`config.mk`:
```
export PLATFORM = sky130hd
export DESIGN_NAME = fc_layer
export DESIGN_NICKNAME = d
export VERILOG_FILES = /design/src/hdl/fc_pkg.sv /design/src/hdl/acc_ctrl_if.sv /design/src/hdl/dot8.sv /design/src/hdl/fc_layer.sv /design/src/hdl/fc_sequencer.sv /design/src/hdl/psum_bank.sv
export SDC_FILE = /design/constraint.sdc
export NUM_CORES = 2
export LEC_CHECK = 0
export ABC_CLOCK_PERIOD_IN_PS = 21400
export BUFFER_PORTS_ARGS = -buffer_cell sky130_fd_sc_hd__buf_2
export CELL_PAD_IN_SITES_DETAIL_PLACEMENT = 1
export CELL_PAD_IN_SITES_GLOBAL_PLACEMENT = 2
export CORE_UTILIZATION = 48
export CTS_CLUSTER_DIAMETER = 100
export DETAILED_ROUTE_END_ITERATION = 6
export GPL_TIMING_DRIVEN = 0
export PLACE_DENSITY_LB_ADDON = 0.08
export SYNTH_ARGS = -nofsm -noshare
export SYNTH_HDL_FRONTEND = slang
export SYNTH_SLANG_ARGS = --single-unit
```
`constraint.sdc`:
```
create_clock -name clk -period 21.4 [get_ports clk]
set_input_delay 3.21 -clock clk [delete_from_list [all_inputs] [get_ports clk]]
set_output_delay 3.21 -clock clk [all_outputs]
set_load 0.005 [all_outputs]
```
`src/hdl/fc_pkg.sv`:
```
`default_nettype none

package fc_pkg;

    // sram side
    typedef logic [15:0] addr_t;
    typedef logic [31:0] word_t;
    typedef logic [3:0]  wea_t;

    // datapath side
    typedef logic signed [7:0]  lane_t;
    typedef logic signed [31:0] psum_t;

    localparam int LANES_PER_WORD = 4;

    // default layer geometry, 84 inputs by 10 outputs
    localparam int DEF_IN_WORDS   = 21;
    // must be even, rows drain in pairs
    localparam int DEF_OUT_ROWS   = 10;
    // address cycle to consume cycle
    localparam int DEF_RD_LATENCY = 3;

endpackage

`default_nettype wire

```
`src/hdl/acc_ctrl_if.sv`:
```
`default_nettype none

interface acc_ctrl_if #(
    parameter int OUT_ROWS = fc_pkg::DEF_OUT_ROWS
);
    localparam int ROW_W = $clog2(OUT_ROWS + 1);

    logic             clear;
    logic             acc_en;
    logic [ROW_W-1:0] acc_row;
    logic             acc_tail;
    logic [ROW_W-1:0] drain_idx;
    fc_pkg::psum_t    sum_even;
    fc_pkg::psum_t    sum_odd;

    modport seq (
        output clear, acc_en, acc_row, acc_tail, drain_idx
    );

    modport bank (
        input  clear, acc_en, acc_row, acc_tail, drain_idx,
        output sum_even, sum_odd
    );

endinterface

`default_nettype wire

```
`src/hdl/dot8.sv`:
```
`default_nettype none

module dot8 (
    input  fc_pkg::word_t weight_lo,
    input  fc_pkg::word_t weight_hi,
    input  fc_pkg::word_t act_lo,
    input  fc_pkg::word_t act_hi,
    output fc_pkg::psum_t sum
);
    localparam int LW    = $bits(fc_pkg::lane_t);
    localparam int NW    = fc_pkg::LANES_PER_WORD;
    localparam int LANES = 2 * NW;

    fc_pkg::lane_t      w [LANES];
    fc_pkg::lane_t      a [LANES];
    logic signed [15:0] prod [LANES];
    logic signed [16:0] pair [LANES/2];
    logic signed [17:0] quad [LANES/4];

    always_comb begin
        // byte k of weight pairs with byte k of activation
        for (int k = 0; k < NW; k++) begin
            w[k]      = weight_lo[LW*k +: LW];
            w[k + NW] = weight_hi[LW*k +: LW];
            a[k]      = act_lo[LW*k +: LW];
            a[k + NW] = act_hi[LW*k +: LW];
        end
        for (int k = 0; k < LANES; k++) begin
            prod[k] = w[k] * a[k];
        end
        // adder tree
        for (int k = 0; k < LANES/2; k++) begin
            pair[k] = prod[2*k] + prod[2*k + 1];
        end
        for (int k = 0; k < LANES/4; k++) begin
            quad[k] = pair[2*k] + pair[2*k + 1];
        end
        sum = quad[0] + quad[1];
    end

endmodule

`default_nettype wire

```
`src/hdl/fc_layer.sv`:
```
`default_nettype none

module fc_layer #(
    parameter int IN_WORDS   = fc_pkg::DEF_IN_WORDS,
    parameter int OUT_ROWS   = fc_pkg::DEF_OUT_ROWS,
    parameter int RD_LATENCY = fc_pkg::DEF_RD_LATENCY
) (
    input  logic          clk,
    input  logic          rst_n,

    input  logic          start,
    output logic          finish,
    input  fc_pkg::addr_t weight_offset,
    input  fc_pkg::addr_t act_offset,

    // weight sram, read only
    output logic          weight_cen,
    output fc_pkg::addr_t weight_addr0,
    output fc_pkg::addr_t weight_addr1,
    input  fc_pkg::word_t weight_rdata0,
    input  fc_pkg::word_t weight_rdata1,

    // activation sram, dual port
    output logic          act_cen,
    output fc_pkg::wea_t  act_wea0,
    output fc_pkg::wea_t  act_wea1,
    output fc_pkg::addr_t act_addr0,
    output fc_pkg::addr_t act_addr1,
    output fc_pkg::word_t act_wdata0,
    output fc_pkg::word_t act_wdata1,
    input  fc_pkg::word_t act_rdata0,
    input  fc_pkg::word_t act_rdata1
);

    acc_ctrl_if #(
        .OUT_ROWS (OUT_ROWS)
    ) ctrl0 ();

    fc_sequencer #(
        .IN_WORDS   (IN_WORDS),
        .OUT_ROWS   (OUT_ROWS),
        .RD_LATENCY (RD_LATENCY)
    ) seq0 (
        .clk           (clk),
        .rst_n         (rst_n),
        .start         (start),
        .weight_offset (weight_offset),
        .act_offset    (act_offset),
        .finish        (finish),
        .weight_cen    (weight_cen),
        .weight_addr0  (weight_addr0),
        .weight_addr1  (weight_addr1),
        .act_cen       (act_cen),
        .act_wea0      (act_wea0),
        .act_wea1      (act_wea1),
        .act_addr0     (act_addr0),
        .act_addr1     (act_addr1),
        .ctrl          (ctrl0.seq)
    );

    // read data go straight into the datapath
    psum_bank #(
        .OUT_ROWS (OUT_ROWS)
    ) bank0 (
        .clk          (clk),
        .rst_n        (rst_n),
        .weight_word0 (weight_rdata0),
        .weight_word1 (weight_rdata1),
        .act_word0    (act_rdata0),
        .act_word1    (act_rdata1),
        .ctrl         (ctrl0.bank),
        .wdata0       (act_wdata0),
        .wdata1       (act_wdata1)
    );

endmodule

`default_nettype wire

```
`src/hdl/fc_sequencer.sv`:
```
`default_nettype none

module fc_sequencer #(
    parameter int IN_WORDS   = fc_pkg::DEF_IN_WORDS,
    parameter int OUT_ROWS   = fc_pkg::DEF_OUT_ROWS,
    parameter int RD_LATENCY = fc_pkg::DEF_RD_LATENCY
) (
    input  logic          clk,
    input  logic          rst_n,
    input  logic          start,
    input  fc_pkg::addr_t weight_offset,
    input  fc_pkg::addr_t act_offset,
    output logic          finish,
    output logic          weight_cen,
    output fc_pkg::addr_t weight_addr0,
    output fc_pkg::addr_t weight_addr1,
    output logic          act_cen,
    output fc_pkg::wea_t  act_wea0,
    output fc_pkg::wea_t  act_wea1,
    output fc_pkg::addr_t act_addr0,
    output fc_pkg::addr_t act_addr1,
    acc_ctrl_if.seq       ctrl
);
    localparam int IN_STEPS      = (IN_WORDS + 1) / 2;
    localparam int SETTLE_CYCLES = 2;
    localparam int CNT_MAX       = (IN_STEPS > RD_LATENCY) ? IN_STEPS : RD_LATENCY;
    localparam int STEP_W        = $clog2(CNT_MAX + 1);
    localparam int ROW_W         = $clog2(OUT_ROWS + 1);
    localparam bit ODD_WORDS     = (IN_WORDS % 2) == 1;

    typedef enum logic [2:0] {
        ST_IDLE,
        ST_LOAD,
        ST_FLUSH,
        ST_DRAIN,
        ST_SETTLE,
        ST_DONE
    } state_t;

    state_t            state;
    logic [STEP_W-1:0] step;
    logic [ROW_W-1:0]  row;
    logic              last_step;
    logic              last_row;
    logic              load_tail;
    fc_pkg::addr_t     step_addr;
    fc_pkg::addr_t     row_base;
    fc_pkg::addr_t     load_waddr;
    fc_pkg::addr_t     load_aaddr;
    fc_pkg::addr_t     drain_addr;

    // read latency delay line
    logic [RD_LATENCY-1:0] vld_pipe;
    logic [RD_LATENCY-1:0] tail_pipe;
    logic [ROW_W-1:0]      row_pipe [RD_LATENCY];

    assign last_step = step == STEP_W'(IN_STEPS - 1);
    assign last_row  = row == ROW_W'(OUT_ROWS - 1);
    assign load_tail = ODD_WORDS && last_step;

    assign step_addr  = fc_pkg::addr_t'({step, 1'b0});
    assign row_base   = fc_pkg::addr_t'(row) * fc_pkg::addr_t'(IN_WORDS);
    assign load_waddr = weight_offset + row_base + step_addr;
    assign load_aaddr = act_offset + step_addr;
    // results go right after the input vector
    assign drain_addr = act_offset + fc_pkg::addr_t'(IN_WORDS) + fc_pkg::addr_t'(row);

    always_ff @(posedge clk) begin
        if (!rst_n) begin
            state  <= ST_IDLE;
            step   <= '0;
            row    <= '0;
            finish <= 1'b0;
        end else begin
            // done is sticky until reset
            finish <= state == ST_DONE;
            case (state)
                ST_IDLE: begin
                    if (start) begin
                        state <= ST_LOAD;
                        step  <= '0;
                        row   <= '0;
                    end
                end
                ST_LOAD: begin
                    if (last_step) begin
                        step <= '0;
                        if (last_row) begin
                            state <= ST_FLUSH;
                            row   <= '0;
                        end else begin
                            row <= row + ROW_W'(1);
                        end
                    end else begin
                        step <= step + STEP_W'(1);
                    end
                end
                ST_FLUSH: begin
                    // wait out the reads still in flight
                    if (step == STEP_W'(RD_LATENCY - 1)) begin
                        state <= ST_DRAIN;
                        step  <= '0;
                    end else begin
                        step <= step + STEP_W'(1);
                    end
                end
                ST_DRAIN: begin
                    if (row == ROW_W'(OUT_ROWS - 2)) begin
                        state <= ST_SETTLE;
                        row   <= '0;
                    end else begin
                        row <= row + ROW_W'(2);
                    end
                end
                ST_SETTLE: begin
                    if (step == STEP_W'(SETTLE_CYCLES - 1)) begin
                        state <= ST_DONE;
                        step  <= '0;
                    end else begin
                        step <= step + STEP_W'(1);
                    end
                end
                ST_DONE: begin
                    state <= ST_DONE;
                end
                default: begin
                    state <= ST_IDLE;
                end
            endcase
        end
    end

    always_comb begin
        weight_cen   = 1'b1;
        weight_addr0 = '0;
        weight_addr1 = '0;
        act_cen      = 1'b1;
        act_wea0     = '0;
        act_wea1     = '0;
        act_addr0    = '0;
        act_addr1    = '0;
        case (state)
            ST_LOAD: begin
                weight_cen   = 1'b0;
                weight_addr0 = load_waddr;
                weight_addr1 = load_waddr + fc_pkg::addr_t'(1);
                act_cen      = 1'b0;
                act_addr0    = load_aaddr;
                act_addr1    = load_aaddr + fc_pkg::addr_t'(1);
            end
            ST_DRAIN: begin
                act_cen   = 1'b0;
                act_wea0  = '1;
                act_wea1  = '1;
                act_addr0 = drain_addr;
                act_addr1 = drain_addr + fc_pkg::addr_t'(1);
            end
            default: begin
            end
        endcase
    end

    always_ff @(posedge clk) begin
        if (!rst_n) begin
            vld_pipe <= '0;
        end else begin
            vld_pipe[0] <= state == ST_LOAD;
            for (int i = 1; i < RD_LATENCY; i++) begin
                vld_pipe[i] <= vld_pipe[i-1];
            end
        end
    end

    always_ff @(posedge clk) begin
        tail_pipe[0] <= load_tail;
        row_pipe[0]  <= row;
        for (int i = 1; i < RD_LATENCY; i++) begin
            tail_pipe[i] <= tail_pipe[i-1];
            row_pipe[i]  <= row_pipe[i-1];
        end
    end

    assign ctrl.clear     = (state == ST_IDLE) && start;
    assign ctrl.acc_en    = vld_pipe[RD_LATENCY-1];
    assign ctrl.acc_row   = row_pipe[RD_LATENCY-1];
    assign ctrl.acc_tail  = tail_pipe[RD_LATENCY-1];
    assign ctrl.drain_idx = row;

endmodule

`default_nettype wire

```
`src/hdl/psum_bank.sv`:
```
`default_nettype none

module psum_bank #(
    parameter int OUT_ROWS = fc_pkg::DEF_OUT_ROWS
) (
    input  logic          clk,
    input  logic          rst_n,
    input  fc_pkg::word_t weight_word0,
    input  fc_pkg::word_t weight_word1,
    input  fc_pkg::word_t act_word0,
    input  fc_pkg::word_t act_word1,
    acc_ctrl_if.bank      ctrl,
    output fc_pkg::word_t wdata0,
    output fc_pkg::word_t wdata1
);
    localparam int ROW_W = $clog2(OUT_ROWS + 1);

    fc_pkg::psum_t    sums [OUT_ROWS];
    fc_pkg::word_t    weight_hi;
    fc_pkg::word_t    act_hi;
    fc_pkg::psum_t    dot;
    logic [ROW_W-1:0] odd_idx;

    // last step of a row only has one valid word pair
    assign weight_hi = ctrl.acc_tail ? '0 : weight_word1;
    assign act_hi    = ctrl.acc_tail ? '0 : act_word1;

    dot8 dot0 (
        .weight_lo (weight_word0),
        .weight_hi (weight_hi),
        .act_lo    (act_word0),
        .act_hi    (act_hi),
        .sum       (dot)
    );

    always_ff @(posedge clk) begin
        if (!rst_n || ctrl.clear) begin
            for (int r = 0; r < OUT_ROWS; r++) begin
                sums[r] <= '0;
            end
        end else if (ctrl.acc_en) begin
            sums[ctrl.acc_row] <= sums[ctrl.acc_row] + dot;
        end
    end

    // drain reads a row pair
    assign odd_idx       = ctrl.drain_idx + ROW_W'(1);
    assign ctrl.sum_even = sums[ctrl.drain_idx];
    assign ctrl.sum_odd  = sums[odd_idx];

    assign wdata0 = ctrl.sum_even;
    assign wdata1 = ctrl.sum_odd;

endmodule

`default_nettype wire

```
# Word-level counts from Yosys, hierarchy flattened
# Memories as Yosys holds them, arrays and structs flattened. A register that Yosys moved wholly into a read port is not among the register bits.
# Index checks and enable logic that the tools add are counted.
# word_totals
regBits,18
ram_bits,332
wordCells,98
memories,2
# classes
addsub,19
mul,9
n_eq_ne,16
n_mux,35
n_reduce_logical,11
# mem_list
memory,depth,word_bits,rd,rd_ports_with_merged_regs,write_ports,line,rtl
bank0.sums,10,32,3,1,10,psum_bank.sv:18,fc_pkg::psum_t sums [OUT_ROWS];
seq0.row_pipe,3,4,3,0,3,fc_sequencer.sv:55,logic [ROW_W-1:0] row_pipe [RD_LATENCY];
# ops
cell,count
8-bit by 8-bit multiplier with 16-bit output,8
32-bit two-way mux,3
16-bit by 16-bit adder with 17-bit output,4
16-bit case mux with 2 select lines,2
"16-bit by 1-bit adder with 16-bit output, second input constant",3
4-bit two-way mux,11
17-bit by 17-bit adder with 18-bit output,2
16-bit by 5-bit adder with 16-bit output,2
32-bit by 19-bit adder with 32-bit output,1
16-bit two-way mux,2
32-bit OR reduction,1
18-bit by 18-bit adder with 19-bit output,1
3-bit two-way mux,6
3-bit case mux with 6 select lines,1
16-bit by 4-bit adder with 16-bit output,1
"16-bit by 5-bit adder with 16-bit output, second input constant",1
16-bit by 9-bit adder with 16-bit output,1
4-bit case mux with 4 select lines,1
"4-bit == test, second input constant",3
4-bit case mux with 3 select lines,1
"2-bit by 1-bit != test with 1-bit output, second input constant",5
"4-bit by 5-bit multiplier with 9-bit output, second input constant",1
"4-bit by 1-bit adder with 4-bit output, second input constant",2
1-bit two-way mux,8
17 further kinds,19

# Depth between registers and ports, before layout
# logic_depth
ltp_word,7
ltp_mapped,34

# Hierarchy
# A second synthesis with hierarchy kept.
# unflattened
cells_unflattened,4955
hier_area_um2,57926.8
# modules_own_cells
mod,instances,cells_each,area_each_um2,seq_area_each_um2
psum_bank,1,2161,31441.4,15374.7
dot8,1,2243,22432.8,0.0
fc_sequencer,1,551,4052.6,600.6

# Worst setup path after synthesis
# No wires, ideal clock.
# synth_timing
path_kind,input-to-reg
start,input weight_rdata1[23]
end,memory bank0.sums[10][30] in the netlist's numbering (data pin)
arrival_time_ns,11.532
path_slack_ns,9.582
path_stages,27
n_path_buf,0
path_cell_list,nor2b_1 > and2_1 > inv_1 > fa_1 > inv_1 > fa_1 > fa_1 > inv_1 > fa_1 > fa_1 > fa_1 > fa_1 > inv_1 > fa_1 > fa_1 > inv_1 > fa_1 > inv_1 > ha_1 > a2111oi_0 > o21ai_0 > a31o_2 > o41ai_4 > o21bai_1 > a21oi_2 > xor2_2 > nor2_1
# synth_rtl
element,line,rtl
start: declaration,fc_layer.sv:21,"input fc_pkg::word_t weight_rdata1,"
end: declaration,psum_bank.sv:18,

==> summary.md <==
The final-report max-slew violation count came out at 51. The worst path uses 61.6% of the clock period. The first global-routing pass estimated 303000 um of wire. By area the synthesized netlist is led by fa_1, edfxtp_1, mux4_2. Height of the die: 352 um. The number of buffers inserted by hold repair at cts is 0, and the layout cell share with drive strength beyond 1 is 19.4%. In this run the worst hold path is classified as reg2reg.

The post-synthesis to final-layout area growth came out at 10.1%. The checks that failed: max-capacitance violations, max-slew violations. The die covers 124000 um2. In this run the register-to-register setup slack is 8350 ps. Setup repair after global routing left no endpoint under its margin. For this run, the detailed router's first-pass iteration total came to 5.

TritonCTS built the clock tree. For this block, the initial DRC count from the detailed router was 4469. Summed over all layers, the global routing overflow is 0.

The maximum level of the CTS H-tree came out at 2. The run gives 206000 um as the wire length reported by the detailed router. The highest fanout seen on the critical path was 10. After clock tree synthesis, the setup repair step added 0 buffers. At the pin with the least slew margin, the transition time is 1650 ps. The top cell type's share of synthesized area works out to 27.4%. The summed instance area of the synthesized netlist was 58900 um2. The tools report the final layout net count as 6349. The path type of the worst setup path was in2reg.

The region available for standard cell placement spans 122000 um2. The run gives 75.9 MHz as the highest clock frequency the design can meet. The worst-case setup slack after placement is 7780 ps, and the via-per-instance ratio is 6.05.

The commonest cells after synthesis are inv_1, fa_1, edfxtp_1. The clock arrives with 32.8 ps of skew. The max-capacitance violation count is 6, and the number of cells traversed by the worst register-to-register path is 29. The tools report the capture endpoint of the worst hold path as seq0.row_pipe[0][11]$_DFF_P_. Counting instances, the worst hold path has a depth of 0.

Clock root buffer: clkbuf_16. The worst register-to-register path begins at seq0.tail_pipe[2]$_DFF_P_. Row count: 128.

The flow ran to the end, but the final reports show violations. The count of nets left with antenna violations once routing finished came out at 0. The tools report the startpoint type of the worst setup path as an input pin.

Counting along the longest clock path gives a buffer depth of 3. The most used flip-flop cell after synthesis is edfxtp_1. The clock transition at the register clock pins on the worst setup and hold paths after CTS came out at 70 ps. For this run, the number of Yosys warnings is 0. The later pin in the worst-skew pair is clocked with a latency of 650 ps.

The horizontal die dimension was 352 um. In this run, distinct cell masters in the synthesized netlist total 84. The number of clock buffers added by TritonCTS is 50.

Once the clock tree was built, the resizer swapped 0 gates to a different size. For this run, the total global-route usage over all layers was measured as 34.0%. A synthesized cell averages 12.6 um2.

The clock drives 546 sinks. The worst pin sits at a relative slew slack of -9.89%. Once the floorplan was initialized, standard cells occupied 48.4% of the core. The synthesized design contains 546 register bits. The routability congestion estimate from global placement is 0.923, and the required time reported for the critical path endpoint is 21680 ps. The final-report hold violation count was 0. The setup total negative slack is 0 ps, and the routed wire length per instance is 30.6 um.

The initial antenna violation count is 12. The clock period minus worst slack is 13170 ps. The count of vias placed by the detailed router is 40786, and the number of standard cells after synthesis is 4685. Pin count of the biggest net entering global routing: 26. For the via count of the first global-routing pass, the log shows 44391. The worst hold path begins at seq0.row_pipe[0][7]$_DFF_P_. The final setup violation count was 0; the smallest hold slack was 319 ps. Buffers placed on the I/O ports in this run total 297. In the synthesized netlist the async set-or-reset flop fraction comes to 0%. Sequential elements use 27.3% of the synthesized area. Once detailed placement completed, the half-perimeter wirelength came to 161000 um. For the fill cell instance count of the final layout, the log shows 12545. Among all cell types in the netlist, the one instantiated most often is inv_1. In this run the count of I/O pins placed on the die edge is 302. Count of flip-flops with a built-in enable after synthesis: 512.

The tools report the reg-to-reg critical path endpoint as bank0.sums[15][29]$_DFFE_PP_. At the worst endpoint, the arrival time is 13460 ps. Number of nets in the synthesized netlist: 5966. The tools report the element type at the critical path end as a flop.

fa_1 takes more of the synthesized area than any other cell. In the routed design, unresolved DRC markers number 0. The tools report the slack of the critical path as 8230 ps.
## metrics by stage
stage,utilization (%),std cells,area [um2]
CTS,53.2,6729,64800
finish,53.3,6736,64900
global route,53.3,6734,64900
detailed placement,51.8,6636,63000
floorplan,-,4685,58900
global placement,51.3,6607,62400
## worst max-delay path, cell delays in order
cell and delay, ps:
buf_2 160, nor2b_1 480, nand2_1 230, fa_1 780, inv_1 110, fa_1 550, inv_1 120, fa_1 610
fa_1 480, fa_1 600, fa_1 470, fa_1 590, inv_1 430, fa_1 530, fa_1 500, inv_1 50
fa_1 480, inv_1 40, ha_1 370, a21o_1 210, a21oi_1 140, o21ai_0 150, nor3b_1 270, a211oi_2 150
a21o_1 200, a21oi_1 170, xor2_1 1040, nor2_1 320
## cell type report
cell class	count	area (um2)	area share (%)
Buffer	180	754	1.16
Clock buffer	60	1350	2.09
Sequential cell	546	16100	24.8
Clock inverter	33	355	0.548
Timing Repair Buffer	331	2110	3.26
Tap cell	1625	2030	3.13
Multi-Input combinational cell	3046	38800	59.8
Antenna cell	2	5.00	0.00772
Inverter	913	3430	5.29
## layer usage
| metal | GRT usage, % | vias to the layer above | part of all wire [%] |
|---|---|---|---|
| met5 | 0.808 | - | 0.14 |
| met2 | 57.2 | 2260 | 49 |
| met1 | 42.0 | 21432 | 35 |
| met3 | 7.40 | 585 | 9.5 |
| li1 | - | 16491 | - |
| met4 | 15.8 | 18 | 5.7 |
## logic make-up (layout without fill, tap and decap cells)
| group | count (synthesis) | after routing | synth area share [%] |
|---|---|---|---|
| AOI/OAI and AO/OA | 174 | 174 | 2.06 |
| adders and majority gates | 1118 | 1118 | 34.0 |
| muxes | 484 | 484 | 18.4 |
| DFF | 546 | 546 | 27.3 |
| and+or+nand+nor | 1175 | 1175 | 9.68 |
| xor gates and xnor gates | 95 | 95 | 1.48 |
| other | 0 | 2 | 0 |
| buffers and inverters | 1093 | 1517 | 7.05 |
## worst max path at each step
stage | start | endpoint | slack (ps)
3_3_place_gp | weight_rdata1[23] | bank0.sums[10][31]$_DFFE_PP_ | 7870
3_5_place_dp | weight_rdata1[15] | bank0.sums[10][31]$_DFFE_PP_ | 7780
6_report | weight_rdata1[15] | bank0.sums[15][29]$_DFFE_PP_ | 8230
2_1_floorplan | weight_rdata1[23] | bank0.sums[10][30]$_DFFE_PP_ | 9580
5_1_grt | weight_rdata1[15] | bank0.sums[15][29]$_DFFE_PP_ | 7830
4_1_cts | seq0.tail_pipe[2]$_DFF_P_ | bank0.sums[12][31]$_DFFE_PP_ | 8370
## placed cells by master, fill, tap and decap left out, types with 9 or more instances in the layout
cell,instances
or2_2,9
nand2_2,11
buf_12,15
nor2b_1,60
nor3b_1,11
nand2_1,235
o21a_1,9
a21oi_1,43
ha_1,311
xor2_1,33
buf_2,317
clkbuf_2,13
fa_1,807
nor2_1,432
xnor2_1,56
and2_1,301
buf_1,22
edfxtp_1,512
nand4_1,12
dfxtp_1,34
mux4_2,480
nand2b_1,26
nor3_1,18
o21ai_0,38
buf_4,10
clkbuf_16,53
a21o_1,14
inv_1,909
nand3_1,17
clkbuf_1,122
## flip-flops by register name, summed over array words and instances (netlist names), named ones only
name and flops:
seq0.ctrl.drain_idx 4, seq0.row_pipe 12, bank0.sums 512, seq0.finish 1, seq0.vld_pipe 3, seq0.tail_pipe 3
seq0.state 3, seq0.step 4
Power is not shown: default switching activity piles up to over one toggle a cycle in this logic, so the estimate is an artifact.
